==> src/source/soc_pkg.sv <==
`default_nettype none

package soc_pkg;

   // host byte address and data widths
   localparam int ADDR_W = 12;
   localparam int DATA_W = 32;

   // native memory bus request
   // a nonzero wstrb marks a write, all zero marks a read
   typedef struct packed {
      logic                avalid;
      logic [ADDR_W-1:0]   addr;
      logic [DATA_W-1:0]   wdata;
      logic [DATA_W/8-1:0] wstrb;
   } iob_req_t;

   // native memory bus response
   typedef struct packed {
      logic [DATA_W-1:0] rdata;
      logic              rvalid;
      logic              ready;
   } iob_resp_t;

   // boot control register word offsets
   localparam int CTRL_OFS   = 0;
   localparam int STATUS_OFS = 1;

endpackage

`default_nettype wire
==> src/source/soc_boot_ctrl.sv <==
`timescale 1ns/1ps
`default_nettype none

module soc_boot_ctrl
   import soc_pkg::*;
#(
   parameter int RST_CYCLES = 4
) (
   input  wire            clk_i,
   input  wire            arst_n_i,
   input  wire iob_req_t  req_i,
   output iob_resp_t      resp_o,
   output logic           boot_o,
   output logic           cpu_reset_o
);

   localparam int CNT_W = $clog2(RST_CYCLES + 1);
   localparam int OFS_W = ADDR_W - 3;

   logic [CNT_W-1:0]  rst_cnt_q;
   logic              soft_q;
   logic              boot_q;
   logic [7:0]        nrst_q;
   logic [OFS_W-1:0]  ofs;
   logic              ctrl_wr;
   logic              rd_req;
   logic [DATA_W-1:0] rd_val;
   logic [DATA_W-1:0] rdata_q;
   logic              rvalid_q;

   // word offset below the slave select bit
   assign ofs     = req_i.addr[ADDR_W-2:2];
   assign ctrl_wr = req_i.avalid && req_i.wstrb[0] && (ofs == OFS_W'(CTRL_OFS));
   assign rd_req  = req_i.avalid && (req_i.wstrb == '0);

   always_ff @(posedge clk_i or negedge arst_n_i) begin
      if (!arst_n_i) begin
         // power-on pulse starts full
         rst_cnt_q <= CNT_W'(RST_CYCLES);
         soft_q    <= 1'b0;
         boot_q    <= 1'b1;
         nrst_q    <= '0;
         rvalid_q  <= 1'b0;
      end else begin
         rvalid_q <= rd_req;
         if (ctrl_wr) boot_q <= req_i.wdata[0];
         if (ctrl_wr && req_i.wdata[1]) begin
            rst_cnt_q <= CNT_W'(RST_CYCLES);
            soft_q    <= 1'b1;
         end else if (rst_cnt_q != '0) begin
            rst_cnt_q <= rst_cnt_q - 1'b1;
            // last cycle of a soft pulse
            if (rst_cnt_q == CNT_W'(1) && soft_q) begin
               nrst_q <= nrst_q + 1'b1;
               soft_q <= 1'b0;
            end
         end
      end
   end

   // register read mux, unmapped offsets give zero
   always_comb begin
      rd_val = '0;
      if (ofs == OFS_W'(CTRL_OFS)) begin
         rd_val[0] = boot_q;
      end else if (ofs == OFS_W'(STATUS_OFS)) begin
         rd_val[0]    = boot_q;
         rd_val[1]    = cpu_reset_o;
         rd_val[15:8] = nrst_q;
      end
   end

   always_ff @(posedge clk_i) begin
      if (rd_req) rdata_q <= rd_val;
   end

   assign boot_o        = boot_q;
   assign cpu_reset_o   = (rst_cnt_q != '0);
   assign resp_o.ready  = 1'b1;
   assign resp_o.rvalid = rvalid_q;
   assign resp_o.rdata  = rdata_q;

endmodule

`default_nettype wire

==> config.mk <==
export PLATFORM = sky130hd
export DESIGN_NAME = soc_boot_ctrl
export DESIGN_NICKNAME = d
export VERILOG_FILES = /design/src/source/soc_pkg.sv /design/src/source/soc_boot_ctrl.sv
export SDC_FILE = /design/constraint.sdc
export NUM_CORES = 1
export LEC_CHECK = 0
export BUFFER_PORTS_ARGS = -buffer_cell sky130_fd_sc_hd__buf_2
export CORE_MARGIN = 4
export CORE_UTILIZATION = 37
export DETAILED_ROUTE_END_ITERATION = 16
export MAX_ROUTING_LAYER = met4
export PLACE_DENSITY = 0.8
export SLEW_MARGIN = 25
export SYNTH_ARGS = -nofsm -noshare
export SYNTH_HDL_FRONTEND = slang
export SYNTH_SLANG_ARGS = --single-unit
==> constraint.sdc <==
create_clock -name clk_i -period 1.4 [get_ports clk_i]
set_clock_uncertainty 0.05 [all_clocks]
set_input_delay 0.07 -clock clk_i [delete_from_list [all_inputs] [get_ports clk_i]]
set_output_delay 0.07 -clock clk_i [all_outputs]
set_load 0.03 [all_outputs]
== After elaboration in Yosys (flattened, before gate mapping) ==
Index checks and enable logic that the tools add are counted.

* Add/sub/neg operators: 2
* Equal/unequal tests: 2
* Mux-type cells: 7
* Bitwise operators: 2
* Reductions and logical operators: 13

{| class="wikitable"
|+ Operators with widths
! operator !! count
|-
| $eq 9x1->1 const B || 1
|-
| $logic_not 9->1 || 1
|-
| $add 8x1->8 const B || 1
|-
| $mux 3 || 2
|-
| $logic_and 1x1->1 || 5
|-
| $mux 1 || 5
|-
| $logic_not 4->1 || 1
|-
| $reduce_bool 2->1 || 2
|-
| $eq 3x1->1 const B || 1
|-
| $reduce_and 3->1 || 1
|-
| $reduce_bool 3->1 || 1
|-
| $sub 3x1->3 const B || 1
|-
| $not 1->1 || 2
|-
| $reduce_and 2->1 || 1
|-
| $reduce_or 2->1 || 1
|}

* Flip-flop bits (word level): 24
* Bits of input ports: 51
* Output and inout port bits: 36
* Logic and storage cells: 33

== Logic depth before layout (Yosys ltp) ==
* Depth after elaboration: 5
* Depth in mapped cells: 6
* Mapped depth without buffers: 6

== Worst setup path before layout ==
OpenSTA, ideal clock, no wires.

* Kind: register to register
* Start point: register rst_cnt_q[0]
* End point: register rdata_q[1], data pin
* Setup time: 256 ps
* Arrival time: 1311 ps
* Data required time: 1094 ps
* Path slack: -217 ps
* Stages on the path, launching flop included: 6
* Path through: dfrtp_1 -> inv_1 -> ha_1 -> nor2b_1 -> inv_1 -> and3_2

* Word-level cells in the longest chain between the ends: 1

{| class="wikitable"
|+ Ends and longest elaborated chain
! element !! line !! RTL
|-
| start, declared || soc_boot_ctrl.sv:20 || <nowiki>logic [CNT_W-1:0] rst_cnt_q;</nowiki>
|-
| start signal, assigned || soc_boot_ctrl.sv:39 || <nowiki>rst_cnt_q <= CNT_W'(RST_CYCLES);</nowiki>
|-
| start signal, assigned || soc_boot_ctrl.sv:48 || <nowiki>rst_cnt_q <= CNT_W'(RST_CYCLES);</nowiki>
|-
| start signal, assigned || soc_boot_ctrl.sv:51 || <nowiki>rst_cnt_q <= rst_cnt_q - 1'b1;</nowiki>
|-
| $reduce_bool 3->1 || soc_boot_ctrl.sv:78 || <nowiki>assign cpu_reset_o = (rst_cnt_q != '0);</nowiki>
|-
| named net cpu_reset_o || soc_boot_ctrl.sv:14 || <nowiki>output logic cpu_reset_o</nowiki>
|-
| end signal, assigned || soc_boot_ctrl.sv:74 || <nowiki>if (rd_req) rdata_q <= rd_val;</nowiki>
|-
| end, declared || soc_boot_ctrl.sv:28 || <nowiki>logic [DATA_W-1:0] rdata_q;</nowiki>
|}

The timed path passes the listed nets, and every way through them passes these cells.
A chain may end at the register's enable or synchronous reset.

== Worst setup path in the final report ==
* Start point: register rst_cnt_q[1]
* End point: register nrst_q[5]

* Word-level cells in the longest chain between the ends: 3

{| class="wikitable"
|+ Ends and longest elaborated chain
! element !! line !! RTL
|-
| $eq 3x1->1 || soc_boot_ctrl.sv:53 || <nowiki>if (rst_cnt_q == CNT_W'(1) && soft_q) begin</nowiki>
|-
| $logic_and 1x1->1 || soc_boot_ctrl.sv:53 ||
|-
| $reduce_and 3->1 (no line) * || n/a ||
|-
| end signal, assigned || soc_boot_ctrl.sv:54 || <nowiki>nrst_q <= nrst_q + 1'b1;</nowiki>
|-
| end, declared || soc_boot_ctrl.sv:23 || <nowiki>logic [7:0] nrst_q;</nowiki>
|}

Every way passes the cells marked *; elsewhere a longest branch is shown, timed or not.

==> summary.md <==
| Metric | Value |
|---|---|
| Initial antenna violation count | 0 |
| First-pass GRT wire length | between 3000 and 4000 µm |
| Critical R2R Launch | rst_cnt_q[1] |
| Post-DP HPWL | 1730 µm |
| Status | finished, violations left |
| FP Rows | 21 |
| Drt first pass iters | 3 |
| Worst Path Required | approximately 1600 ps |
| Synth Cell Area | roughly 1300 µm² |
| Post-layout min period | between 1500 and 2000 ps |
| Nature of the critical path endpoint | flip-flop |
| Ys Warns | 0 |
| R2R Setup Slk | -160 ps |
| Vias | roughly 870 |
| Largest net degree at the start of global routing | 15 |
| Final Hold Viols | 0 |
| Per-cell routed wire length | between 10 and 15 µm |
| Layout cells sized above 1 | 46.8% |
| Pins Over Slew Limit | 0 |
| Initial Util | 38.7% |
| DRT iter0 DRCs | 17 |
| Ant diodes | 0 |
| Max-cap violations | 0 |
| Core region area | ~3400 µm² |
| PD cells | about 1200 nW/µm² |
| Total gr overflow | 0 |
| H-tree Lvls | 1 |
| Synth unique cells | 29 |
| Num Clock Sinks | 24 |
| Final net count | around 210 |
| Port buffer count | 30 |
| CTS Root Buffer Type | clkbuf_4 |
| Routability cong. | 0.790 |
| Most frequent cells in the layout | buf_2, conb_1, dfrtp_1, and3_2, buf_4 |
| Setup Viol. Count Final | 9 |
| CTS tree | built |
| Worst setup path startpoint | rst_cnt_q[1] |
| WP data arrival | 1720 ps |
| Clk Latency, worst-skew pair | between 300 and 400 ps |
| Startpoint types | flip-flop |
| Sequential area share after synthesis | approximately half |
| Worst IR Drop VDD | ~0.41 mV |
| DRC Markers | 0 |
| FF-to-FF path depth | 6 |
| Area grow syn2layout | 20.6% |
| WS Path Type | reg -> reg |
| Failing checks | negative setup slack |
| Post-layout util | 46.7% |
| Most used DFF post-synth | dfrtp_1 |
| Setup WS pre-CTS | -144 ps |
| Yosys reg bits | 24 |
| Pwr Total | 1.86 mW |
| Tcrit/Tclk final | 111% |
| Commonest non-fill, non-tap cell in the layout | buf_2 |
| Antenna Nets Post-Route | 0 |
| Die width | 67.6 µm |
| RSZ-0062 raised after global routing | true |
| Lkg Pwr | ~0.76 nW |
| R2R Path End | nrst_q[5] |
| Max Fclk | about 640 MHz |
| Critical Path End | nrst_q[5] |
| Placed cell areas | about 1500 µm² |
| Post-synth EDFFs | 10 |
| GRT Total Usage | 9.49% |
| Routed wire length | about 2200 µm |
| Hold Crit Class | in -> reg |
| Mapped Cells | 113 |
| CP Max Fanout | 5 |
| Ports | 87 |
| CTS clk-pin slew, worst paths | ~120 ps |
| Worst setup margin | -158 ps |
| Hold depth | 3 |
| Full die area | around 4600 µm² |
| Avg Cell Area, Syn | 11.6 µm² |
| Via density | around 4.3 |
| Worst hold slack | about 29 ps |
| Vias in the first global route | between 700 and 800 |
| Asr flop ratio synth | 58.3% |
| Die height | 67.6 µm |
| TritonCTS Buffers | 3 |
| Final instance area | around 1600 µm² |
| Longest Clk Path Bufs | 2 |
==> power breakdown <==
| group | switching, mW | internal (mW) | total [mW] |
|---|---|---|---|
| registers | 0.0584 | 0.822 | 0.881 |
| logic | 0.375 | 0.307 | 0.681 |
| clock network | 0.196 | 0.104 | 0.300 |
==> kinds of logic (layout without fill, tap and decap cells) <==
| kind of cell | count (synthesis) | count (layout) | synth area share (%) |
|---|---|---|---|
| XOR/XNOR | 8 | 8 | 5.34 |
| AND/OR/NAND/NOR | 40 | 40 | 21.0 |
| buffers and inverters | 30 | 52 | 16.0 |
| multiplexers | 3 | 3 | 2.76 |
| adder cells (fa/ha/maj) | 4 | 4 | 3.81 |
| AO/OA/AOI/OAI | 2 | 2 | 0.762 |
| other | 2 | 23 | 0.572 |
| flip-flops | 24 | 24 | 49.8 |
==> worst max-delay path, stage by stage, from the launching register on <==
cell and delay [ps]:
dfrtp_1 410, inv_2 90, ha_1 160, and4bb_4 280, and4_1 210, nand4_1 120
xnor2_1 140
==> what timing repair did <==
| item | in CTS | in global routing |
|---|---|---|
| hold buffers | 2 | 0 |
| hold endpoints to repair | 15 | 0 |
| setup endpoints to repair | 9 | 9 |
| pin swaps | 4 | 2 |
| buffers inserted | 0 | 2 |
| gates resized for setup | 0 | 5 |
==> area by class of cell <==
cell class | instances | area [µm²]
repair buffers | 44 | 264
inverters | 4 | 15.0
multi-input cells | 80 | 567
fillers | 300 | 1810
clock buffers | 3 | 22.5
well taps | 46 | 57.6
flip-flops and latches | 24 | 653
clock inverters | 1 | 3.75
==> metal layers <==
metal  global-route usage [%]  wire [µm]
met5                        -          0
met4                     3.80         21
met3                     2.00        234
met2                     17.9       1160
met1                     9.36        764
==> synth_stat cells, drive strengths merged, types with 2 or more instances <==
cell type | instances | area (µm²)
nand3 | 4 | 20.0
and3 | 11 | 82.6
xnor2 | 7 | 61.3
mux2 | 2 | 26.3
ha | 4 | 50.1
nor4 | 2 | 25.0
buf | 25 | 191
dfstp | 2 | 52.6
nand2 | 4 | 15.0
inv | 4 | 15.0
nor2 | 7 | 26.3
edfxtp | 10 | 300
dfrtp | 12 | 300
conb | 2 | 7.51
and4 | 2 | 17.5
nand4 | 4 | 25.0
==> metrics by stage <==
step / std cells / setup TNS (ps)
2_1_floorplan: 134 / -176
3_3_place_gp: 194 / -170
3_5_place_dp: 194 / -521
4_1_cts: 200 / -726
5_1_grt: 202 / -1380
6_report: 202 / -797
==> registers in the layout (all words and copies together), names as in the netlist <==
signal	cells
nrst_q	8
rdata_q	10
boot_o	1
rst_cnt_q	3
soft_q	1
rvalid_q	1
==> worst min path at each step <==
| stage | startpoint | end |
|---|---|---|
| 3_5_place_dp | arst_n_i | rvalid_q |
| 4_1_cts | req_i[3] | rvalid_q |
| 5_1_grt | req_i[3] | rvalid_q |
| 3_3_place_gp | arst_n_i | rvalid_q |
| 6_report | req_i[3] | rvalid_q |
| 2_1_floorplan | arst_n_i | nrst_q[0] |
(Power assumes the default switching activity.)
