==> src/source/soc_pkg.sv <==
`default_nettype none

package soc_pkg;

   // host byte address and data widths
   localparam int ADDR_W = 12;
   localparam int DATA_W = 32;

   // native memory bus request
   // a nonzero wstrb marks a write, all zero marks a read
   typedef struct packed {
      logic                avalid;
      logic [ADDR_W-1:0]   addr;
      logic [DATA_W-1:0]   wdata;
      logic [DATA_W/8-1:0] wstrb;
   } iob_req_t;

   // native memory bus response
   typedef struct packed {
      logic [DATA_W-1:0] rdata;
      logic              rvalid;
      logic              ready;
   } iob_resp_t;

   // boot control register word offsets
   localparam int CTRL_OFS   = 0;
   localparam int STATUS_OFS = 1;

endpackage

`default_nettype wire
==> src/source/iob_split.sv <==
`timescale 1ns/1ps
`default_nettype none

module iob_split
   import soc_pkg::*;
#(
   parameter int N_SLAVES = 2,
   parameter int P_SLAVES = 11
) (
   input  wire                             clk_i,
   input  wire                             arst_n_i,

   // master side
   input  wire iob_req_t                   m_req_i,
   output iob_resp_t                       m_resp_o,

   // slave side
   output iob_req_t  [N_SLAVES-1:0]        s_req_o,
   input  wire iob_resp_t [N_SLAVES-1:0]   s_resp_i
);

   localparam int SEL_W = (N_SLAVES > 1) ? $clog2(N_SLAVES) : 1;

   logic [SEL_W-1:0] sel;
   logic [SEL_W-1:0] rsel_q;
   logic             rd_req;

   // slave index sits at the top of the decoded field
   assign sel    = m_req_i.addr[P_SLAVES -: SEL_W];
   assign rd_req = m_req_i.avalid && (m_req_i.wstrb == '0);

   // requests fan out, avalid only to the selected slave
   always_comb begin
      for (int i = 0; i < N_SLAVES; i++) begin
         s_req_o[i]        = m_req_i;
         s_req_o[i].avalid = m_req_i.avalid && (sel == SEL_W'(i));
      end
   end

   // remember who owes us read data next cycle
   always_ff @(posedge clk_i or negedge arst_n_i) begin
      if (!arst_n_i) begin
         rsel_q <= '0;
      end else if (rd_req) begin
         rsel_q <= sel;
      end
   end

   // response steering
   always_comb begin
      m_resp_o.rdata  = s_resp_i[rsel_q].rdata;
      m_resp_o.rvalid = s_resp_i[rsel_q].rvalid;
      m_resp_o.ready  = s_resp_i[sel].ready;
   end

endmodule

`default_nettype wire

==> config.mk <==
export PLATFORM = sky130hd
export DESIGN_NAME = iob_split
export DESIGN_NICKNAME = d
export VERILOG_FILES = /design/src/source/soc_pkg.sv /design/src/source/iob_split.sv
export SDC_FILE = /design/constraint.sdc
export NUM_CORES = 1
export LEC_CHECK = 0
export ABC_AREA = 1
export BUFFER_PORTS_ARGS = -buffer_cell sky130_fd_sc_hd__buf_2
export CAP_MARGIN = 20
export CORE_AREA = 2 2 98 100
export DETAILED_ROUTE_END_ITERATION = 16
export DIE_AREA = 0 0 100 102
export PLACE_DENSITY_LB_ADDON = 0.1
export SLEW_MARGIN = 0
export SYNTH_ARGS = -nofsm -noshare
export SYNTH_HDL_FRONTEND = slang
export SYNTH_SLANG_ARGS = --single-unit
==> constraint.sdc <==
create_clock -name clk_i -period 1.6 [get_ports clk_i]
set_input_delay 0.16 -clock clk_i [delete_from_list [all_inputs] [get_ports clk_i]]
set_output_delay 0.16 -clock clk_i [all_outputs]
set_load 0.03 [all_outputs]
Word-level counts from Yosys, hierarchy flattened
Cells that the tools add are included.
{ "op_classes": {"n_lt_le_gt_ge": 2, "muxes": 4, "bitwise_logic": 1, "n_reduce_logical": 4} }
{ "op_table": {"columns": ["op", "n"], "rows": [
  ["two-way mux 34 bit", 2],
  ["logical NOT 4 bit", 1],
  ["< comparator 1 x 2 -> 1 bit (second input constant)", 2],
  ["logical AND 1 bit", 3],
  ["two-way mux 1 bit", 2],
  ["inverter 1 bit", 1]
]} }
{ "word_totals": {"reg_bits": 1, "inputBits": 119, "output_inout_bits": 132, "elab_cells": 12} }

Longest topological paths before layout
Gate-level depths: netlist (run 1).
{ "logic_depth": {"ltp_word": 2, "ltp_mapped": 4, "mapped_depth_nobuf": 4} }

Worst setup path after synthesis (run 1)
Ideal clock, no wire load.
{ "synth_timing": {"path_kind": "flip-flop to output port", "startpoint": "reg rsel_q", "endpoint": "out m_resp_o[10] in the netlist's numbering", "arrival_ns": 0.979, "path_slack_ns": 0.461, "path_stages_with_launch": 4, "n_path_buf": 2, "path_cell_list": "dfrtp_1 buf_6 buf_12 mux2_4"} }
{ "synth_rtl": {"columns": ["element", "line", "text"], "rows": [
  ["start: declaration", "iob_split.sv:25", "logic [SEL_W-1:0] rsel_q;"],
  ["start signal: assignment", "iob_split.sv:45", "rsel_q <= sel;"],
  ["end: declaration", "iob_split.sv:15", "output iob_resp_t m_resp_o,"]
]} }

==> summary.md, run 1 <==
| Metric | Value |
|---|---|
| Status | completed |
| Setup TNS | 0 ps |
| CP Data Required Time | 1440 ps |
| YS warnings | 0 |
| Max-slew headroom | 88.61% |
| Syn avg cell area | 9.311 sq um |
| Resized cells post-CTS | 0 |
| # DRC | 0 |
| Cell Rows | 35 |
| Post-synthesis cell type count | 11 |
| Gr usage total | 5.798% |
| Mapped Area | 0.001350 sq mm |
| DP HPWL | 3431 um |
| CP delay by family, top | flip-flops |
| Hold path cells | 0 |
| Setup Slack @ Placement | 235.5 ps |
| Post-route clock period utilization | 84.53% |
| Cells after Synth | 145 |
| Top flop regs | rsel_q x1 |
| Top cells by area, synth | buf_4 53%, mux2_4 32%, buf_12 4.4%, mux2_2 4.2%, dfrtp_1 1.9% |
| Fillers | 1,055 |
| Reg clk slew, reported paths | 0 ps |
| First-pass GRT wire length | 4719 um |
| GP Congestion | ~0.66 |
| Via density | 3.339 |
| Tmin final | 1353 ps |
| Die width | 100 um |
| Pleak | 0.7763 nW |
| Crit Path Category | flop to output port |
| Max cap viols | 0 |
| Sequential-to-total area share from yosys stat | 1.854% |
| Vias after detailed routing | 935 |
| Slew Viols, Final | 0 |
| Initial DRC count | 5 |
| Setup WS post-layout | 247.5 ps |
| Syn_nets | 264 |
| # diodes | 0 |
| Highest clock rate | 739.4 MHz |
| Slowest-stage cell, CP | dfrtp_2 |
| Leading area contributor after synthesis | buf_4 |
| TritonRoute pass-1 iters | 4 |
| Initial antenna violation count | 1 |
| Die area | 0.01020 sq mm |
| Worst-skew pair later-pin latency | 0 ps |
| Vias in the first global route | between 800 and 900 |
| Startpoint Class | flop |
| Core Area | 0.009109 sq mm |
| RSZ-0062 raised after global routing | false |
| Vert. Die Dim | 102 um |
| Max VDD drop | between 100 and 150 uV |
| PwrDens | 697.8 mW/mm^2 |
| Grt ovf | 0 |
| Commonest cells after routing, fill and taps aside | 121 x buf_2, 29 x mux2_4, 5 x mux2_2 |
| CP max FO | 24 |
| # IOs | 251 |
| HP Class | primary input to output port |
| Post-synthesis register bit count | 1 |
| CP cell instances | buf_12 > mux2_2 > buf_2 |
| Largest net degree at the start of global routing | 25 |
| Critical path depth in cells | 3 |
| Nets@finish | 290 |
| Aggregate routed wire length | around 3700 um |
| Layout area overhead | -0.6485% |
| Post-route ant nets | 0 |
| FF/Latch Area | 26.28 sq um |
| R2R setup slack | 690 ps |
| Final setup vio count | 0 |
| Starting density of the core | 14.82% |
| Most common cell after layout, fill and taps aside | buf_2 |
| Most flop-heavy register | rsel_q |
| Critical Path Sink Type | output port |
| Worst path bufs/invs | 2 |
| Max reg flops | 1 |
| Final hold violation count | 0 |
| Least-Margin Pin Slew | ~170 ps |
| Critical Path AT | 1190 ps |
| Clk_skew | 0 ps |
| Slowest stage delay, CP | approximately 430 ps |
| Wire per inst | 13.27 um |
| Share of cells above drive strength 1 | 93.49% |
| Area of the multi-input gates | 525.5 sq um |
| R2R depth | 3 |
| Synth top area share | between 50% and 60% |
| IO buf count | 121 |
[cell families (layout without fill, tap and decap cells)]
logic type,after synthesis,in the layout,share of synthesized area (%)
buffers and inverters,102,126,59.22
muxes,34,34,36.42
and+or+nand+nor,8,8,2.502
DFF,1,1,1.853
[power breakdown]
| part | internal, W | switching, W |
|---|---|---|
| Sequential | 0.0000320 | 0.0000133 |
| Clock | 0 | 0 |
| Combinational | 0.000402 | 0.000488 |
| Total | 0.000434 | 0.000502 |
[synth_stat cells]
| cell type | instances |
|---|---|
| buf_12 | 3 |
| buf_4 | 96 |
| buf_6 | 1 |
| dfrtp_1 | 1 |
| inv_1 | 2 |
| mux2_2 | 5 |
| mux2_4 | 29 |
| nand2_1 | 3 |
| nand3_1 | 1 |
| nand4_1 | 1 |
| nor2_1 | 3 |
[through the flow]
stage | std cells | area (sq um) | hold slack [ps] | total power (W) | utilization (%)
finish | 280 | 1341 | 320.0 | 0.0009360 | 14.73
global route | 280 | 1341 | 320.0 | 0.0009841 | 14.73
CTS | 280 | 1341 | 320.3 | 0.0009520 | 14.73
detailed placement | 279 | 1331 | -62.06 | 0.0009490 | 14.62
global placement | 279 | 1331 | -62.65 | 0.0009567 | 14.62
floorplan | 145 | 1350 | -135.6 | 0.001181 | -
[final cells by class]
class                           instances  share of cell area, %
Inverter                                2                 0.5597
Multi-Input combinational cell         42                  39.18
Sequential cell                         1                  1.959
Tap cell                              111                  10.35
Timing Repair Buffer                  124                  47.95
[routing by layer]
metal  up-vias  GRT usage, %  share of wire, %  routed length, um
li1        420             -                 -                  -
met1       378         4.832                30               1098
met2       114         12.21                53               1963
met3        21         2.531                16                578
met4         2         1.581               1.6                 61
met5         -             0              0.35                 13
[timing repair]
action	4_1_cts	5_1_grt
hold buffers	1	0
setup buffers	0	0
endpoints found under the hold margin	1	0
[final timing paths]
kind	startpoint	to
worst max register to register	rsel_q$_DFFE_PN0P_	rsel_q$_DFFE_PN0P_
worst max-delay path	rsel_q$_DFFE_PN0P_	m_resp_o[1]
worst min register to register	rsel_q$_DFFE_PN0P_	rsel_q$_DFFE_PN0P_
min in group asynchronous	arst_n_i	rsel_q$_DFFE_PN0P_
worst min-delay path	m_req_i[7]	s_req_o[56]
max in group asynchronous	arst_n_i	rsel_q$_DFFE_PN0P_
No activity file was read; power rests on OpenSTA's default activity.
==> inputs of run 2 (changes only) <==
Settings changed: CORE_AREA 2 2 98 100 to 2 2 99 101, DIE_AREA 0 0 100 102 to 0 0 101 103.
Clock period 1.6 ns to 1.3 ns, I/O delays scaled along.
==> run 2 against run 1 <==
  * Final cell count is 1.4% higher
  * Register-to-register slack worse by 170 ps
  * Cell area is 0.84% higher
  * Worst setup slack worse by 190 ps
  * Critical path depth stayed put
  * Sequential power is 6.0% higher
  * Sequential share of layout area hardly changed
  * Combinational power is 23% higher
  * Via count is 1.2% higher
  * First-iteration DRC count is 20% lower
  * Critical endpoint is now m_resp_o[32]
  * Largest cell class unchanged
==> summary.md, run 2 (synthesized netlist as in run 1, its figures left out) <==
| Metric | Value |
|---|---|
| Status | completed (unchanged) |
| Nets@finish | 291 (was 290) |
| Critical Path Sink Type | output port (unchanged) |
| Largest net degree at the start of global routing | 23 (was 25) |
| Starting density of the core | 14.27% (was 14.82%) |
| Final hold violation count | 0 (unchanged) |
| Die width | 101 um (was 100 um) |
| Setup Buffers After CTS | 0 (unchanged) |
| Aggregate routed wire length | 3416 um (was 3715 um) |
| # DRC | 0 (unchanged) |
| TritonRoute pass-1 iters | 3 (was 4) |
| Initial antenna violation count | 0 (was 1) |
| PwrDens | 850.8 mW/mm^2 (was 697.8 mW/mm^2) |
| Core Area | 0.009459 sq mm (was 0.009109 sq mm) |
| Layout area overhead | 0.1855% (was -0.6485%) |
| Via density | 3.331 (was 3.339) |
| Commonest cells after routing, fill and taps aside | 121 x buf_2, 29 x mux2_4, 5 x mux2_2 (unchanged) |
| Least-Margin Pin Slew | 189.3 ps (was 170.1 ps) |
| Vert. Die Dim | 103 um (was 102 um) |
| HP Class | primary input to output port (unchanged) |
| Final instance area | 0.001353 sq mm (was 0.001341 sq mm) |
| Reg clk slew, reported paths | 0 ps (about the same) |
| Sw Ratio | 52.88% (was 53.60%) |
| Clk_skew | 0 ps (unchanged) |
| Pleak | 0.7814 nW (was 0.7763 nW) |
| First-pass GRT wire length | 4595 um (was 4719 um) |
| CP Data Required Time | 1170 ps (was 1440 ps) |
| Placed cells | 283 (was 279) |
| Power, Total | 0.001151 W (was 0.0009360 W) |
| Tmin final | 1238 ps |
| # IOs | 251 (unchanged) |
| Setup TNS | 0 ps (unchanged) |
| Share of cells above drive strength 1 | 93.53% (was 93.49%) |
| Post-route ant nets | 0 (unchanged) |
| P_int | 0.0005423 W (was 0.0004343 W) |
| Part of the power in registers | 4.2% (was 4.8%) |
| Non-filler instance count after layout | 284 (was 280) |
| Most common cell after layout, fill and taps aside | buf_2 (unchanged) |
| RSZ-0062 raised after global routing | false (unchanged) |
| Wire per inst | 12.03 um (was 13.27 um) |
| CP max FO | 22 (was 24) |
| Startpoint Class | flop (unchanged) |
| Vias after detailed routing | 946 (was 935) |
| Net switching power | 0.0006085 W (was 0.0005017 W) |
| Highest clock rate | around 810 MHz |
| Slew Viols, Final | 0 (unchanged) |
| Max cap viols | 0 (unchanged) |
| Max-slew headroom | 87.38% (was 88.61%) |
| Max VDD drop | 197.2 uV (was 144.2 uV) |
| Final setup vio count | 0 (unchanged) |
| Critical path launch point | rsel_q$_DFFE_PN0P_ (unchanged) |
| GP Congestion | 0.6313 (was 0.6649) |
| # diodes | 0 (unchanged) |
| Min Hold Slack | 260.0 ps (was 320.0 ps) |
| Worst R2R Start | rsel_q$_DFFE_PN0P_ (unchanged) |
| Gr usage total | 5.540% (was 5.798%) |
| Most flop-heavy register | rsel_q (unchanged) |
| Worst-skew pair later-pin latency | 0 ps (about the same) |
| Crit Path Category | flop to output port (unchanged) |
| Min-delay src | m_req_i[44] (was m_req_i[7]) |
| Max reg flops | 1 (unchanged) |
| Initial DRC count | 4 (was 5) |
| DP HPWL | 3128 um (was 3431 um) |
| Top flop regs | rsel_q x1 (unchanged) |
| Combinational Power Share | 95.8% (was 95.2%) |
| Grt ovf | 0 (unchanged) |
| Post-route clock period utilization | a little over nine tenths |
| Die area | 0.01040 sq mm (was 0.01020 sq mm) |
| Clk pwr share | 0% (about the same) |
| Vias in the first global route | 935 (was 888) |
| Cell Rows | 36 (was 35) |
| IO buf count | 121 (unchanged) |
| Critical Path AT | 1110 ps (was 1190 ps) |
| Cell Area, Placed | 0.001343 sq mm (was 0.001331 sq mm) |
## run 2: cell types whose count changed in the layout (fill, tap and decap cells not counted)
cell	delta
buf_4	+1
## run 2: path summary, 6_finish.rpt
path | slack [ps] | cells past startpoint | endpoint
max | 60 | 3 | m_resp_o[32]
min | 260 | 0 | s_req_o[44]
max reg2reg | 520 | 3 | rsel_q$_DFFE_PN0P_
min reg2reg | 640 | 3 | rsel_q$_DFFE_PN0P_
max in group asynchronous | 750 | 2 | rsel_q$_DFFE_PN0P_
min in group asynchronous | 450 | 2 | rsel_q$_DFFE_PN0P_
## run 2: through the flow
stage / utilization [%] / worst slack (ps)
after floorplan: - / 190.7
after global routing: 14.30 / 27.71
after global placement: 14.19 / 51.18
after detailed placement: 14.19 / 49.53
final: 14.30 / 61.51
after CTS: 14.30 / 47.56
## run 2: power groups by stage
stage / clock (W) / combinational, W / sequential (W)
3_5_place_dp: 0 / 0.00112 / 0.0000484
3_3_place_gp: 0 / 0.00113 / 0.0000477
6_report: 0 / 0.00110 / 0.0000480
5_1_grt: 0 / 0.00117 / 0.0000488
4_1_cts: 0 / 0.00112 / 0.0000484
2_1_floorplan: 0 / 0.00141 / 0.0000405
## run 2: timing repair
action                    4_1_cts  5_1_grt
hold endpoints to repair        1        0
hold buffers                    1        0
resized for setup               0        0
## run 2: area by class of cell
type                            instances  area (sq um)
Timing Repair Buffer                  125         650.6
Inverter                                2         7.507
Fill cell                            1090          8107
Tap cell                              114         142.6
Multi-Input combinational cell         42         525.5
Sequential cell                         1         26.28
## run 2: layer usage
layer,part of all wire (%),track usage (%)
met5,0,0
met4,5.2,3.326
met3,18,2.237
met2,46,11.44
met1,31,4.192
## run 2: worst max-delay path, cell delays in order (launching register included)
cell and delay (ps):
dfrtp_2 370, buf_12 200, mux2_2 350, buf_2 180
==> inputs of run 3 (changes only) <==
Settings changed: ABC_AREA 1 to unset, CORE_AREA 2 2 99 101 to 2 2 97 99, DIE_AREA 0 0 101 103 to 0 0 99 101, GPL_ROUTABILITY_DRIVEN set to 0.
==> run 3 against run 2 <==
  * Routed wire length grew 12%
  * First-iteration DRC count grew to 3.3 times the previous value
  * Sequential power shrank 3%
  * Clock skew is the same
  * Final cell count shrank 3.2%
  * Cell area shrank 8.8%
  * Sequential share of layout area grew 0.086 points
  * Die area shrank 3.9%
  * Largest power group unchanged
==> summary.md, run 3 <==
| Metric | Value |
|---|---|
| Initial antenna violation count | 0 (unchanged) |
| Max-slew headroom | 86.30% (was 87.38%) |
| HP Class | primary input to output port (unchanged) |
| Top flop regs | rsel_q x1 (unchanged) |
| Primary FF master, synth | dfrtp_1 (unchanged) |
| Post-route clock period utilization | 96.04% (was 95.27%) |
| # DRC | 0 (unchanged) |
| Most common cell after layout, fill and taps aside | buf_2 (unchanged) |
| Cts-stage hold buffer count | 1 (unchanged) |
| Metal2 WL | 1818 um (was 1557 um) |
| # IOs | 251 (unchanged) |
| Wire per inst | 13.96 um (was 12.03 um) |
| Finished Core Util | 13.74% (was 14.30%) |
| Pleak | 0.6542 nW (was 0.7814 nW) |
| Max cap viols | 0 (unchanged) |
| PwrDens | 910.0 mW/mm^2 (was 850.8 mW/mm^2) |
| TritonRoute pass-1 iters | 4 (was 3) |
| YS warnings | 0 (unchanged) |
| Setup Buffers After CTS | 0 (unchanged) |
| Wire length on met1 | 1366 um (was 1052 um) |
| Initial DRC count | 13 (was 4) |
| Die width | 99 um (was 101 um) |
| Setup Slack @ Placement | 47.18 ps (was 49.53 ps) |
| Grt ovf | 0 (unchanged) |
| Sequential-to-total area share from yosys stat | 2.066% (was 1.854%) |
| Core Area | 0.008977 sq mm (was 0.009459 sq mm) |
| Post-synthesis cell type count | 10 (was 11) |
| Slew Viols, Final | 0 (unchanged) |
| Critical Path AT | 1120 ps (was 1110 ps) |
| Highest clock rate | 801.0 MHz (was 807.4 MHz) |
| First-pass GRT wire length | 5133 um (was 4595 um) |
| Syn_nets | 259 (was 264) |
| Leading area contributor after synthesis | buf_4 (unchanged) |
| Synth top cells by count | 96 x buf_4, 34 x mux2_2, 3 x buf_6 (was 96 x buf_4, 29 x mux2_4, 5 x mux2_2) |
| Aggregate routed wire length | 3839 um (was 3416 um) |
| Fillers | 1,054 (was 1,090) |
| Clk_skew | 0 ps (unchanged) |
| DP HPWL | 3477 um (was 3128 um) |
| Startpoint Class | flop (unchanged) |
| # diodes | 0 (unchanged) |
| Die area | 0.009999 sq mm (was 0.01040 sq mm) |
| RSZ-0062 raised after global routing | false (unchanged) |
| CP max FO | 10 (was 22) |
| Share of cells above drive strength 1 | 96.95% (was 93.53%) |
| Starting density of the core | 13.49% (was 14.27%) |
| Highest Signal Layer | met4 (unchanged) |
| Vias in the first global route | 905 (was 935) |
| Worst-skew pair later-pin latency | 0 ps (about the same) |
| Post-synthesis register bit count | 1 (unchanged) |
| Via density | 3.324 (was 3.331) |
| Nets@finish | 285 (was 291) |
| Cells after Synth | 140 (was 145) |
| Layout area overhead | 1.859% (was 0.1855%) |
| Setup TNS | 0 ps (unchanged) |
| Vias after detailed routing | 914 (was 946) |
| Status | completed (unchanged) |
| CP Data Required Time | 1170 ps (about the same) |
| Placed cells | 274 (was 283) |
| Critical Path Sink Type | output port (unchanged) |
| Final setup vio count | 0 (unchanged) |
| Syn avg cell area | 8.651 sq um (was 9.311 sq um) |
| Cell Rows | 35 (was 36) |
| Vert. Die Dim | 101 um (was 103 um) |
| Post-synth EDFFs | 0 (unchanged) |
| Met3 wire len | 600 um (was 629 um) |
| Max VDD drop | 168.2 uV (was 197.2 uV) |
| Post-route ant nets | 0 (unchanged) |
| Most flop-heavy register | rsel_q (unchanged) |
| Gr usage total | 6.440% (was 5.540%) |
| Largest net degree at the start of global routing | 25 (was 23) |
| Setup WS post-layout | 51.52 ps (was 61.51 ps) |
| Non-filler instance count after layout | 275 (was 284) |
| Final hold violation count | 0 (unchanged) |
| Least-Margin Pin Slew | 203.8 ps (was 189.3 ps) |
| Resized cells post-CTS | 0 (unchanged) |
| Reg clk slew, reported paths | 0 ps (about the same) |
| Post-synthesis async set-or-reset flop share | 100.0% (unchanged) |
| Most frequent cell after synthesis | buf_4 (unchanged) |
| Tmin final | 1248 ps (was 1238 ps) |
| Mapped Area | 0.001211 sq mm (was 0.001350 sq mm) |
| Commonest cells after routing, fill and taps aside | 121 x buf_2, 34 x mux2_2 (was 121 x buf_2, 29 x mux2_4, 5 x mux2_2) |
| IO buf count | 121 (unchanged) |
| Crit Path Category | flop to output port (unchanged) |
| Top cells by area, synth | buf_4 60%, mux2_2 32%, buf_6 2.8%, dfrtp_1 2.1%, mux2_4 1.2% (was buf_4 53%, mux2_4 32%, buf_12 4.4%, mux2_2 4.2%, dfrtp_1 1.9%) |
| Max reg flops | 1 (unchanged) |
| Synth top area share | 59.50% (was 53.38%) |
==> run 3: changes by cell type after synthesis, moves of 2 or more <==
cell | before | now
nor2_1 | 3 | 0
buf_12 | 3 | 0
buf_6 | 1 | 3
mux2_2 | 5 | 34
nand2_1 | 3 | 1
mux2_4 | 29 | 1
inv_1 | 2 | 0
==> run 3: final cells by class <==
| type | count | area [sq um] | share of cell area [%] |
|---|---|---|---|
| well taps | 111 | 138.9 | 11.26 |
| repair buffers | 124 | 643.1 | 52.13 |
| flip-flops and latches | 1 | 25.02 | 2.028 |
| multi-input cells | 39 | 426.7 | 34.58 |
==> run 3: routing by layer <==
| metal | vias to the layer above | track usage [%] |
|---|---|---|
| met5 | - | 0 |
| met4 | 0 | 1.264 |
| met3 | 19 | 3.051 |
| met2 | 107 | 11.02 |
| met1 | 383 | 7.371 |
| li1 | 405 | - |
==> run 3: stage by stage <==
stage / instance area (sq um) / power (W) / hold slack [ps]
finish: 1234 / 0.001123 / 260.0
global route: 1234 / 0.001192 / 260.1
CTS: 1234 / 0.001141 / 260.3
detailed placement: 1224 / 0.001135 / -70.26
global placement: 1224 / 0.001147 / -69.51
floorplan: 1211 / 0.001356 / -165.6
==> run 3: kinds of logic after synthesis <==
logic type             count (synthesis)  share of synthesized area [%]
DFF                                    1                          2.066
muxes                                 35                          32.85
buffers and inverters                100                          62.71
and+or+nand+nor                        4                          2.376
==> run 3: final timing paths <==
kind | cells past startpoint | to | start | slack (ps)
max | 3 | m_resp_o[27] | rsel_q$_DFFE_PN0P_ | 50
max in group asynchronous | 2 | rsel_q$_DFFE_PN0P_ | arst_n_i | 750
max reg2reg | 2 | rsel_q$_DFFE_PN0P_ | rsel_q$_DFFE_PN0P_ | 320
min reg2reg | 2 | rsel_q$_DFFE_PN0P_ | rsel_q$_DFFE_PN0P_ | 790
min in group asynchronous | 2 | rsel_q$_DFFE_PN0P_ | arst_n_i | 450
min | 0 | s_req_o[31] | m_req_i[31] | 260
==> run 3: worst max-delay path, cell delays in order, from the launching register on <==
cell	delay, ps
dfrtp_1	370
buf_4	210
mux2_2	350
buf_2	180
==> run 3: power by group <==
group	switching, W	internal, W	total, W	leakage, nW
Sequential	0.00000757	0.0000390	0.0000466	0.0123
Clock	0	0	0	0
Combinational	0.000628	0.000449	0.00108	0.642
Total	0.000635	0.000488	0.00112	0.654
