## src/source/soc_pkg.sv

```systemverilog
`default_nettype none

package soc_pkg;

   // host byte address and data widths
   localparam int ADDR_W = 12;
   localparam int DATA_W = 32;

   // native memory bus request
   // a nonzero wstrb marks a write, all zero marks a read
   typedef struct packed {
      logic                avalid;
      logic [ADDR_W-1:0]   addr;
      logic [DATA_W-1:0]   wdata;
      logic [DATA_W/8-1:0] wstrb;
   } iob_req_t;

   // native memory bus response
   typedef struct packed {
      logic [DATA_W-1:0] rdata;
      logic              rvalid;
      logic              ready;
   } iob_resp_t;

   // boot control register word offsets
   localparam int CTRL_OFS   = 0;
   localparam int STATUS_OFS = 1;

endpackage

`default_nettype wire
```

## src/source/axil_iob_bridge.sv

```systemverilog
`timescale 1ns/1ps
`default_nettype none

module axil_iob_bridge
   import soc_pkg::*;
#(
   parameter int ADDR_W = soc_pkg::ADDR_W,
   parameter int DATA_W = soc_pkg::DATA_W
) (
   input  wire                  clk_i,
   input  wire                  arst_n_i,

   input  wire [ADDR_W-1:0]     s_axil_awaddr_i,
   input  wire                  s_axil_awvalid_i,
   output logic                 s_axil_awready_o,
   input  wire [DATA_W-1:0]     s_axil_wdata_i,
   input  wire [DATA_W/8-1:0]   s_axil_wstrb_i,
   input  wire                  s_axil_wvalid_i,
   output logic                 s_axil_wready_o,
   output logic [1:0]           s_axil_bresp_o,
   output logic                 s_axil_bvalid_o,
   input  wire                  s_axil_bready_i,
   input  wire [ADDR_W-1:0]     s_axil_araddr_i,
   input  wire                  s_axil_arvalid_i,
   output logic                 s_axil_arready_o,
   output logic [DATA_W-1:0]    s_axil_rdata_o,
   output logic [1:0]           s_axil_rresp_o,
   output logic                 s_axil_rvalid_o,
   input  wire                  s_axil_rready_i,

   output iob_req_t             iob_req_o,
   input  wire iob_resp_t       iob_resp_i
);

   typedef enum logic [1:0] {
      ST_IDLE,
      ST_ISSUE,
      ST_WAIT,
      ST_RESP
   } state_t;

   state_t              state_q;
   logic                is_wr_q;
   logic [ADDR_W-1:0]   addr_q;
   logic [DATA_W-1:0]   wdata_q;
   logic [DATA_W/8-1:0] wstrb_q;
   logic [DATA_W-1:0]   rdata_q;
   logic                wr_hs;
   logic                rd_hs;

   // AW and W only together, write wins over a read offered in the same cycle
   assign wr_hs = (state_q == ST_IDLE) && s_axil_awvalid_i && s_axil_wvalid_i;
   assign rd_hs = (state_q == ST_IDLE) && s_axil_arvalid_i &&
                  !(s_axil_awvalid_i && s_axil_wvalid_i);

   assign s_axil_awready_o = wr_hs;
   assign s_axil_wready_o  = wr_hs;
   assign s_axil_arready_o = rd_hs;

   always_ff @(posedge clk_i or negedge arst_n_i) begin
      if (!arst_n_i) begin
         state_q <= ST_IDLE;
         is_wr_q <= 1'b0;
      end else begin
         case (state_q)
            ST_IDLE: begin
               if (wr_hs) begin
                  state_q <= ST_ISSUE;
                  is_wr_q <= 1'b1;
               end else if (rd_hs) begin
                  state_q <= ST_ISSUE;
                  is_wr_q <= 1'b0;
               end
            end
            ST_ISSUE: begin
               if (iob_resp_i.ready) state_q <= ST_WAIT;
            end
            // read data shows up one cycle after the request
            ST_WAIT: begin
               if (is_wr_q || iob_resp_i.rvalid) state_q <= ST_RESP;
            end
            default: begin
               if (is_wr_q ? s_axil_bready_i : s_axil_rready_i) state_q <= ST_IDLE;
            end
         endcase
      end
   end

   // transaction payload
   always_ff @(posedge clk_i) begin
      if (wr_hs) begin
         addr_q  <= s_axil_awaddr_i;
         wdata_q <= s_axil_wdata_i;
         wstrb_q <= s_axil_wstrb_i;
      end else if (rd_hs) begin
         addr_q  <= s_axil_araddr_i;
      end
      if (state_q == ST_WAIT && iob_resp_i.rvalid) rdata_q <= iob_resp_i.rdata;
   end

   // one native request cycle, strobes zero for reads
   always_comb begin
      iob_req_o.avalid = (state_q == ST_ISSUE);
      iob_req_o.addr   = addr_q;
      iob_req_o.wdata  = wdata_q;
      iob_req_o.wstrb  = is_wr_q ? wstrb_q : '0;
   end

   assign s_axil_bvalid_o = (state_q == ST_RESP) && is_wr_q;
   assign s_axil_rvalid_o = (state_q == ST_RESP) && !is_wr_q;
   assign s_axil_rdata_o  = rdata_q;
   // always OKAY
   assign s_axil_bresp_o  = 2'b00;
   assign s_axil_rresp_o  = 2'b00;

endmodule

`default_nettype wire

```

## config.mk

```make
export PLATFORM = sky130hd
export DESIGN_NAME = axil_iob_bridge
export DESIGN_NICKNAME = d
export VERILOG_FILES = /design/src/source/soc_pkg.sv /design/src/source/axil_iob_bridge.sv
export SDC_FILE = /design/constraint.sdc
export NUM_CORES = 1
export LEC_CHECK = 0
export BUFFER_PORTS_ARGS = -buffer_cell sky130_fd_sc_hd__buf_2
export CORE_UTILIZATION = 25
export CTS_CLUSTER_DIAMETER = 120
export DETAILED_ROUTE_END_ITERATION = 8
export GPL_TIMING_DRIVEN = 0
export PLACE_DENSITY_LB_ADDON = 0.2
export RECOVER_POWER = 25
export SLEW_MARGIN = 30
export SYNTH_ARGS = -nofsm -noshare
export SYNTH_HDL_FRONTEND = slang
export SYNTH_SLANG_ARGS = --single-unit
```

## constraint.sdc

```tcl
create_clock -name clk_i -period 3.1 [get_ports clk_i]
set_clock_uncertainty 0.15 [all_clocks]
set_input_delay 0.62 -clock clk_i [delete_from_list [all_inputs] [get_ports clk_i]]
set_output_delay 0.62 -clock clk_i [all_outputs]
set_load 0.02 [all_outputs]
```

Yosys cells after proc, flatten, opt, wreduce, memory -nomap -nowiden
Index checks and enable logic that the tools add are counted.

cells by class
  reductions and logical operators = 16
  mux-type cells = 12
  equal/unequal tests = 6

operator list
  kind                count
  $mux 12             2
  $mux 2              5
  $logic_and 1x1->1   8
  $pmux 2 s3          1
  $eq 2x2->1 const B  2
  $mux 4              1
  $reduce_and 4->1    1
  $reduce_bool 4->1   1
  $mux 1              3
  $ne 3x3->1 const B  1
  $eq 2x1->1 const B  1
  $logic_not 1->1     2
  $logic_not 2->1     1
  $ne 2x1->1 const B  1
  $ne 2x2->1 const B  1
  $reduce_and 2->1    1
  $reduce_bool 2->1   1
  $logic_or 1x1->1    1

storage, ports and cells
  bits in registers = 83
  input bits = 101

Longest topological paths before layout
Gate-level depths: netlist of run 1.

  depth after elaboration = 6
  gate-level depth with buffers = 6
  depth with buffers taken out = 6

Least setup slack after synthesis of run 1
OpenSTA, ideal clock, no wires.

  kind = reg2out
  start point = register state_q[0]
  end point = output port s_axil_wready_o
  slack = 136 ps
  buffers on the path = 2
  cell stages (with the launch flop) = 7
  arrival = 2194 ps
  data required time = 2330 ps
  path through = dfrtp_1 -> inv_1 -> ha_1 -> nand3_2 -> buf_2 -> inv_1 -> buf_4

on the way
  word-level cells in the longest chain between the ends = 3

RTL lines
  what                            RTL line               text
  from (decl)                     axil_iob_bridge.sv:42  state_t state_q;
  from (signal assigned)          axil_iob_bridge.sv:62  state_q <= ST_IDLE;
  from (signal assigned)          axil_iob_bridge.sv:68  state_q <= ST_ISSUE;
  from (signal assigned)          axil_iob_bridge.sv:71  state_q <= ST_ISSUE;
  $logic_not 2->1                 axil_iob_bridge.sv:52  assign wr_hs = (state_q == ST_IDLE) && s_axil_awvalid_i && s_axil_wvalid_i;
  $logic_and 1x1->1 (2 in a row)  axil_iob_bridge.sv:52
  to (decl)                       axil_iob_bridge.sv:19  output logic s_axil_wready_o,

Every way passes these cells.

Worst setup path in the final report of run 1
Ends and elaborated chain as after synthesis.

==> results of run 1 <==
==> cell type report <==
cell class,instances,area (µm²),share of cell area (%)
clock buffers,9,225.2,5.201
inverters,4,22.52,0.5201
multi-input cells,43,355.3,8.206
clock inverters,5,56.30,1.300
plain buffers,7,50.05,1.156
repair buffers,188,968.4,22.36
flip-flops and latches,83,2477,57.21
well taps,140,175.2,4.045
==> stage by stage <==
stage	setup slack [ns]	instance area [µm²]	power [mW]
final	0.2109	4330	3.346
after floorplan	0.1365	2897	2.043
after detailed placement	0.1405	4031	2.367
after global routing	0.05799	4330	3.509
after global placement	-0.2803	4003	2.341
after CTS	0.01354	4325	3.397
==> cells in the mapped netlist <==
cell	count	share of area (%)
a21oi_2	1	0.30
nand3_2	1	0.35
nor2b_1	2	0.43
edfxtp_1	80	83
ha_1	4	1.7
nor2_1	1	0.13
mux2_1	1	0.39
nor3b_2	1	0.43
conb_1	1	0.13
nor3_1	1	0.17
a311o_1	1	0.35
a21oi_1	1	0.17
and2_1	6	1.3
mux2_2	12	4.7
buf_2	1	0.17
mux2i_1	1	0.35
o32ai_1	1	0.30
inv_1	4	0.52
buf_4	6	1.6
dfrtp_1	3	2.6
nand2_1	5	0.65
==> worst min path at each step <==
| stage | startpoint | end |
|---|---|---|
| global route | s_axil_wdata_i[5] | wdata_q[5] |
| floorplan | arst_n_i | is_wr_q |
| global placement | arst_n_i | is_wr_q |
| finish | s_axil_wstrb_i[1] | wstrb_q[1] |
| CTS | s_axil_wdata_i[5] | wdata_q[5] |
| detailed placement | arst_n_i | is_wr_q |
==> repair_timing <==
action / in CTS / in global routing
setup endpoints to repair: 2 / 2
hold buffers: 1 / 0
resized for setup: 1 / 2
hold endpoints to repair: 3 / 0
pin swaps: 0 / 0
==> worst max-delay path, cell delays in order (launching register included) <==
cell	delay [ns]
dfrtp_1	0.41
inv_1	0.11
ha_1	0.27
nand3_2	0.18
buf_2	0.26
inv_8	0.23
buf_4	0.15
buf_2	0.15
==> metal layers <==
metal | vias to the layer above | routed length [µm] | GRT usage (%)
li1 | 904 | - | -
met1 | 886 | 2562 | 11.98
met2 | 106 | 3309 | 19.18
met3 | 8 | 628 | 4.742
met4 | 2 | 72 | 4.857
met5 | - | 13 | 0
==> registers in the layout (all words and copies together), names as in the netlist <==
name / flops
s_axil_rdata_o: 32
addr_q: 12
is_wr_q: 1
state_q: 2
wdata_q: 32
wstrb_q: 4
==> cells by family (layout without fill, tap and decap cells) <==
kind of cell | Yosys count | in the layout | share of synthesized area (%)
AOI/OAI and AO/OA | 4 | 4 | 1.127
adders and majority gates | 4 | 4 | 1.735
buffers and inverters | 11 | 213 | 2.255
muxes | 14 | 14 | 5.421
other | 1 | 4 | 0.1300
and+or+nand+nor | 17 | 17 | 3.469
DFF | 83 | 83 | 85.86
==> power by group <==
group / switching (mW) / leakage [nW] / total, mW / internal (mW)
Clock: 0.399 / 0.137 / 1.01 / 0.612
Sequential: 0.0456 / 0.771 / 1.51 / 1.46
Combinational: 0.528 / 0.976 / 0.829 / 0.300
Total: 0.973 / 1.88 / 3.35 / 2.37
==> out/summary.txt, run 1 <==
Final Wtd Congestion -> 0.7363
crit path launch type -> flop
setup_tns -> 0 ns
Syn. warnings -> 0
Crit. Startpoint -> state_q[0]
Via density -> 3.979
routed len/inst -> 13.75 µm
Worst Hold Path Cells -> 1
Final Hold Viols -> 0
routed wire length -> 6587 µm
reg2reg setup slack -> 0.94 ns
Final Critical Period -> 2.889 ns
HPWL after DPL -> 5271 µm
vias in the first global route -> 1932
n_diodes -> 0
hold crit path type -> input pin to flop
drt pass-1 iters -> 4
post-CTS setup buffers -> 0
Core Region -> 11030 µm²
Starting Density -> 26.16%
Num Clock Sinks -> 83
RSZ-0062 raised after global routing -> false
highest clock rate -> 346.1 MHz
r2r endpoint -> addr_q[0]
initial antenna violation count -> 1
Filler cells -> 1044
pins over their slew limit -> 0
first-pass GRT wire length -> 9466 µm
post-synthesis cell type count -> 21
final setup fails -> 0
cell count after placement -> 464
row count -> 38
pin count of the biggest net entering global routing -> 39
peak supply drop -> 0.0003612 V
Syn Area/Cell -> 21.53 µm²
layout cell share with drive strength beyond 1 -> 66.37%
crit path capture type -> primary output
Layout area overhead -> 50.09%
post-synthesis sequential area ratio -> 85.86%
DRC viols -> 0
Max-Cap Viols -> 0
Die Ht -> 109.4 µm
most frequent cells in the layout -> buf_2, edfxtp_1, mux2_2
Worst R2R Path Depth -> 5
post-route insts no fill -> 479
CP required -> 2.33 ns
maximum clock path buffer count -> 2
post-synthesis instance total -> 134
Critical Path Fanout Max -> 38
Worst setup endpoint -> s_axil_wready_o
DIE AREA -> 11970 µm²
CTS clock-pin slew for the worst setup and hold paths -> 0.06 ns
outcome -> finished clean
Leakage -> 1.884 nW
Antenna Nets Post-Route -> 0
latest clock arrival within the worst-skew pair -> 0.33 ns
Final Cycle Share -> 93.20%
Root Buffer -> clkbuf_16
final core occ -> 39.26%
DRT iter0 DRCs -> 84
CTS Buf Count -> 9
CP Data Arrival Time -> 2.12 ns
I/O pin cnt -> 191
Power Dens Cells -> 772.7 nW/µm²
port bufs -> 186
worst r2r src -> state_q[0]
worst hold slack -> 0.3098 ns
commonest non-fill, non-tap cell in the layout -> buf_2
Die W -> 109.4 µm
H-tree levels -> 3
total gr overflow -> 0
fin nets -> 441
All-Layer GR Usage -> 11.17%
Seq cells post-synth -> 83
Post-Syn Area -> 2885 µm²
WS Path Type -> flop to primary output
via count -> 1906
CTS tree -> yes
No activity file was read; power rests on OpenSTA's default activity.
==> run 2: changes to the inputs <==
--- a/config.mk
+++ b/config.mk
@@ -6,10 +6,11 @@
 export NUM_CORES = 1
 export LEC_CHECK = 0
 export BUFFER_PORTS_ARGS = -buffer_cell sky130_fd_sc_hd__buf_2
+export CORE_MARGIN = 8
 export CORE_UTILIZATION = 25
+export CTS_BUF_LIST = sky130_fd_sc_hd__clkbuf_8
 export CTS_CLUSTER_DIAMETER = 120
 export DETAILED_ROUTE_END_ITERATION = 8
-export GPL_TIMING_DRIVEN = 0
 export PLACE_DENSITY_LB_ADDON = 0.2
 export RECOVER_POWER = 25
 export SLEW_MARGIN = 30
==> run 2 against run 1 <==
Compared with the run above: via count up 0.47%; non-clock buffer count is 6 lower; global-route usage fell by 1.1 points; cell area is 3.7% lower; core utilization decreased by 2.4 points; combinational power is 4.9% lower; hold slack got worse by 0.017 ns; worst setup slack better by 0.27 ns; largest cell class unchanged; highest routed layer is now met4.
==> out/summary.txt, run 2 (same netlist as run 1, synthesis figures left out) <==
Antenna Nets Post-Route -> 0 (unchanged)
setup_tns -> 0 ns (unchanged)
Final Hold Viols -> 0 (unchanged)
Final Wtd Congestion -> 0.7331 (-0.43%)
routed wire length -> 7852 µm (+19%)
DIE AREA -> 15240 µm² (+27%)
commonest non-fill, non-tap cell in the layout -> buf_2
crit path capture type -> primary output
crit path launch type -> flop
I/O pin cnt -> 191 (unchanged)
initial antenna violation count -> 0 (-1)
placed cell areas -> 3971 µm² (-1.5%)
Critical Path Fanout Max -> 15 (-61%)
drt pass-1 iters -> 4 (unchanged)
CTS Buf Count -> 9 (unchanged)
Starting Density -> 25.49% (-0.67 points)
Die W -> 123.4 µm (+13%)
peak supply drop -> 0.0003131 V (-13%)
Final Critical Period -> 2.616 ns (-0.2735 ns)
first-pass GRT wire length -> 11420 µm (+21%)
Leakage -> 1.822 nW (-3.3%)
vias in the first global route -> 2257 (+17%)
via count -> 1915 (+0.47%)
DRT iter0 DRCs -> 67 (-20%)
WS Path Type -> flop to primary output
pins over their slew limit -> 0 (unchanged)
hold crit path type -> input pin to flop
total gr overflow -> 0 (unchanged)
latest clock arrival within the worst-skew pair -> 0.34 ns (about the same)
CP Data Arrival Time -> 1.85 ns (-0.27 ns)
Power Dens Cells -> 733.0 nW/µm² (-5.1%)
fin nets -> 435 (-1.4%)
H-tree levels -> 3 (unchanged)
n_diodes -> 0 (unchanged)
pin count of the biggest net entering global routing -> 37 (-5.1%)
row count -> 39 (+2.6%)
Via density -> 4.006 (+0.68%)
CTS tree -> yes
Layout area overhead -> 44.54%
DRC viols -> 0 (unchanged)
CP required -> 2.33 ns (about the same)
RSZ-0062 raised after global routing -> false
port bufs -> 186 (unchanged)
Tot Pwr -> 3.057 mW (-8.6%)
routed len/inst -> 16.43 µm (+19%)
Final Cycle Share -> 84.38% (-8.8 points)
Root Buffer -> clkbuf_8
HPWL after DPL -> 6356 µm (+21%)
Filler cells -> 1117 (+7.0%)
Core Region -> 11320 µm² (+2.6%)
outcome -> finished clean
final setup fails -> 0 (unchanged)
All-Layer GR Usage -> 10.07% (-1.1 points)
maximum clock path buffer count -> 2 (unchanged)
most frequent cells in the layout -> buf_2, edfxtp_1, mux2_2
Max-Cap Viols -> 0 (unchanged)
# resized after CTS -> 0 (-1)
layout cell share with drive strength beyond 1 -> 64.48% (-1.9 points)
Num Clock Sinks -> 83 (unchanged)
Die Ht -> 123.4 µm (+13%)
post-route design area -> 4170 µm² (-3.7%)
highest clock rate -> 382.3 MHz (+10%)
worst hold slack -> 0.2933 ns (-0.01650 ns)
CTS clock-pin slew for the worst setup and hold paths -> 0.08 ns (+0.02 ns)
## run 2: final timing paths
check,startpoint,end,slack [ns],cells after the start
setup / recovery,state_q[0],s_axil_wready_o,0.48,5
hold / removal,s_axil_wdata_i[1],wdata_q[1],0.29,1
setup reg to reg,state_q[0],wstrb_q[0],0.85,5
hold reg to reg,state_q[1],state_q[1],0.42,1
max in group asynchronous,arst_n_i,is_wr_q,2.23,2
min in group asynchronous,arst_n_i,state_q[1],0.44,2
## run 2: layout make-up
| class | count | area, µm² | area share (%) |
|---|---|---|---|
| clock buffer | 10 | 137.6 | 3.300 |
| inverter | 4 | 15.01 | 0.3600 |
| multi-input combinational | 43 | 354.1 | 8.491 |
| sequential | 83 | 2477 | 59.41 |
| timing repair buffer | 189 | 955.9 | 22.92 |
| clock inverter | 6 | 51.30 | 1.230 |
| tap | 143 | 178.9 | 4.290 |
## run 2: through the flow
stage / utilization [%] / instances / setup slack (ns)
floorplan: - / 137 / 0.1365
global placement: 35.08 / 461 / 0.8696
detailed placement: 35.08 / 461 / 0.8150
CTS: 36.84 / 478 / 0.4249
global route: 36.84 / 478 / 0.2980
finish: 36.84 / 478 / 0.4843
## run 2: timing repair
| item | CTS | global route |
|---|---|---|
| hold buffers | 1 | 0 |
| endpoints found under the hold margin | 3 | 0 |
| setup buffers | 0 | 0 |
## run 2: where the power goes
part           leakage, nW  internal [mW]  switching, mW
combinational        0.941          0.270          0.518
clock                0.110          0.383          0.364
sequential           0.771           1.46         0.0621
total                 1.82           2.11          0.944
## run 2: critical path, stage by stage (launching register included)
cell and delay, ns:
dfrtp_1 0.40, inv_1 0.11, ha_1 0.26, nand3_2 0.32
inv_1 0.22, buf_2 0.19
## run 2: per-layer routing
metal	track usage, %	wire length (µm)
met1	9.275	2651
met2	18.18	4167
met3	5.251	920
met4	4.364	113
met5	0	0
==> run 3: changes to the inputs <==
==> constraint.sdc (replaced) <==
create_clock -name clk_i -period 2.6 [get_ports clk_i]
set_clock_uncertainty 0.15 [all_clocks]
set_input_delay 0.52 -clock clk_i [delete_from_list [all_inputs] [get_ports clk_i]]
set_output_delay 0.52 -clock clk_i [all_outputs]
set_load 0.02 [all_outputs]
==> run 3 against run 2 <==
Compared with the run above: final cell count up 0.21%; sequential share of layout area is essentially flat; highest routed layer unchanged; critical path depth unchanged; die area unchanged; non-clock buffer count grew 1; critical path type unchanged; first-iteration DRC count is 30% higher; via count decreased by 0.94%; sequential power up 19%; clock power is 12% higher.
==> out/summary.txt, run 3 (same netlist as run 1, synthesis figures left out) <==
outcome -> finished clean
highest clock rate -> 417.9 MHz
clock power share -> 23.2% (-1.2 points)
I/O pin cnt -> 191 (unchanged)
Max-slew headroom -> 66.30%
cell count after placement -> 462 (+0.22%)
Die Ht -> 123.4 µm (unchanged)
Worst R2R Path Depth -> 5 (unchanged)
CTS clock-pin slew for the worst setup and hold paths -> 0.09 ns (about the same)
CTS Buf Count -> 9 (unchanged)
post-CTS setup buffers -> 0 (unchanged)
setup_tns -> 0 ns (unchanged)
initial antenna violation count -> 0 (unchanged)
latest clock arrival within the worst-skew pair -> 0.35 ns (about the same)
RSZ-0062 raised after global routing -> false
routed len/inst -> 16.74 µm (+1.9%)
final setup fails -> 0 (unchanged)
CP required -> 1.93 ns (-0.40 ns)
post-route design area -> 4169 µm² (about the same)
first-pass GRT wire length -> 11560 µm (+1.2%)
Antenna Nets Post-Route -> 0 (unchanged)
post-place setup slack -> 0.5393 ns (-0.2758 ns)
post-route insts no fill -> 479 (+0.21%)
final setup margin -> 0.2073 ns (-0.2770 ns)
total gr overflow -> 0 (unchanged)
drt pass-1 iters -> 4 (unchanged)
layout cell share with drive strength beyond 1 -> 65.48% (+1.0 points)
n_diodes -> 0 (unchanged)
crit path launch type -> flop
Comb power frac -> 26.3% (+0.5 points)
Tot Pwr -> 3.590 mW (+17%)
Max-Cap Viols -> 0 (unchanged)
Least-Margin Pin Slew -> 0.5043 ns
Starting Density -> 25.49% (unchanged)
net load switching power -> 1.173 mW (+24%)
Worst Hold Path Cells -> 1 (unchanged)
Root Buffer -> clkbuf_8
CP Data Arrival Time -> 1.72 ns (-0.13 ns)
CTS tree -> yes
fin nets -> 436 (+0.23%)
row count -> 39 (unchanged)
Power Dens Cells -> 861.1 nW/µm² (+17%)
vias in the first global route -> 2092 (-7.3%)
H-tree levels -> 3 (unchanged)
most frequent cells in the layout -> buf_2, edfxtp_1, mux2_2
Internal Power -> 2.417 mW (+14%)
Final Cycle Share -> 92.03%
Seq pwr share -> 50.5% (+0.7 points)
DRC viols -> 0 (unchanged)
port bufs -> 186 (unchanged)
Critical Path Fanout Max -> 12 (-3)
Final Wtd Congestion -> 0.7655 (+4.4%)
Die W -> 123.4 µm (unchanged)
All-Layer GR Usage -> 10.22% (+0.15 points)
pin count of the biggest net entering global routing -> 33 (-11%)
Core Region -> 11320 µm² (unchanged)
via count -> 1897 (-0.94%)
maximum clock path buffer count -> 2 (unchanged)
final core occ -> 36.83% (about the same)
crit path capture type -> primary output
commonest non-fill, non-tap cell in the layout -> buf_2
sw frac -> 32.67% (+1.8 points)
Layout area overhead -> 44.49% (about the same)
HPWL after DPL -> 6297 µm (-0.93%)
placed cell areas -> 3983 µm² (+0.28%)
Final Critical Period -> 2.393 ns
Leakage -> 1.787 nW (-1.9%)
Final Hold Viols -> 0 (unchanged)
Num Clock Sinks -> 83 (unchanged)
DRT iter0 DRCs -> 87 (+30%)
WS Path Type -> flop to primary output
Via density -> 3.960 (-1.1%)
DIE AREA -> 15240 µm² (unchanged)
pins over their slew limit -> 0 (unchanged)
routed wire length -> 8018 µm (+2.1%)
peak supply drop -> 0.0003537 V (+13%)
worst hold slack -> 0.1893 ns (-0.1039 ns)
hold crit path type -> input pin to flop
-- run 3: worst max-delay path, stage by stage, from the launching register on --
cell	delay (ns)
dfrtp_1	0.40
inv_1	0.08
ha_1	0.26
nand3_2	0.13
clkinvlp_4	0.25
buf_2	0.25
-- run 3: layout make-up --
cell class                      instances  area, µm²
Clock buffer                            9      123.9
Inverter                                4      18.77
Fill cell                            1098       7152
Clock inverter                          7      52.55
Sequential cell                        83       2477
Timing Repair Buffer                  190      963.4
Tap cell                              143      178.9
Multi-Input combinational cell         43      354.1
-- run 3: path summary, 6_finish.rpt --
kind / startpoint / end / slack, ns
setup / recovery: state_q[1] / s_axil_wready_o / 0.21
hold / removal: s_axil_wdata_i[27] / wdata_q[27] / 0.19
setup reg to reg: state_q[0] / addr_q[6] / 0.55
hold reg to reg: state_q[1] / state_q[1] / 0.42
max in group asynchronous: arst_n_i / is_wr_q / 1.84
min in group asynchronous: arst_n_i / state_q[0] / 0.34
-- run 3: repair_timing --
item	4_1_cts	5_1_grt
gates resized for setup	0	0
hold buffers	1	0
hold endpoints to repair	3	0
-- run 3: power groups by stage --
stage / Combinational [mW] / Sequential (mW) / Clock [mW]
after floorplan: 0.388 / 2.05 / 0
after global placement: 0.949 / 1.85 / 0
after detailed placement: 0.966 / 1.84 / 0
after CTS: 0.967 / 1.82 / 0.883
after global routing: 1.03 / 1.84 / 0.924
final: 0.944 / 1.81 / 0.833
-- run 3: routing by layer --
| metal | track usage [%] | routed length, µm |
|---|---|---|
| met5 | 0 | 0 |
| met4 | 5.568 | 132 |
| met3 | 3.973 | 886 |
| met2 | 17.54 | 4080 |
| met1 | 10.60 | 2918 |
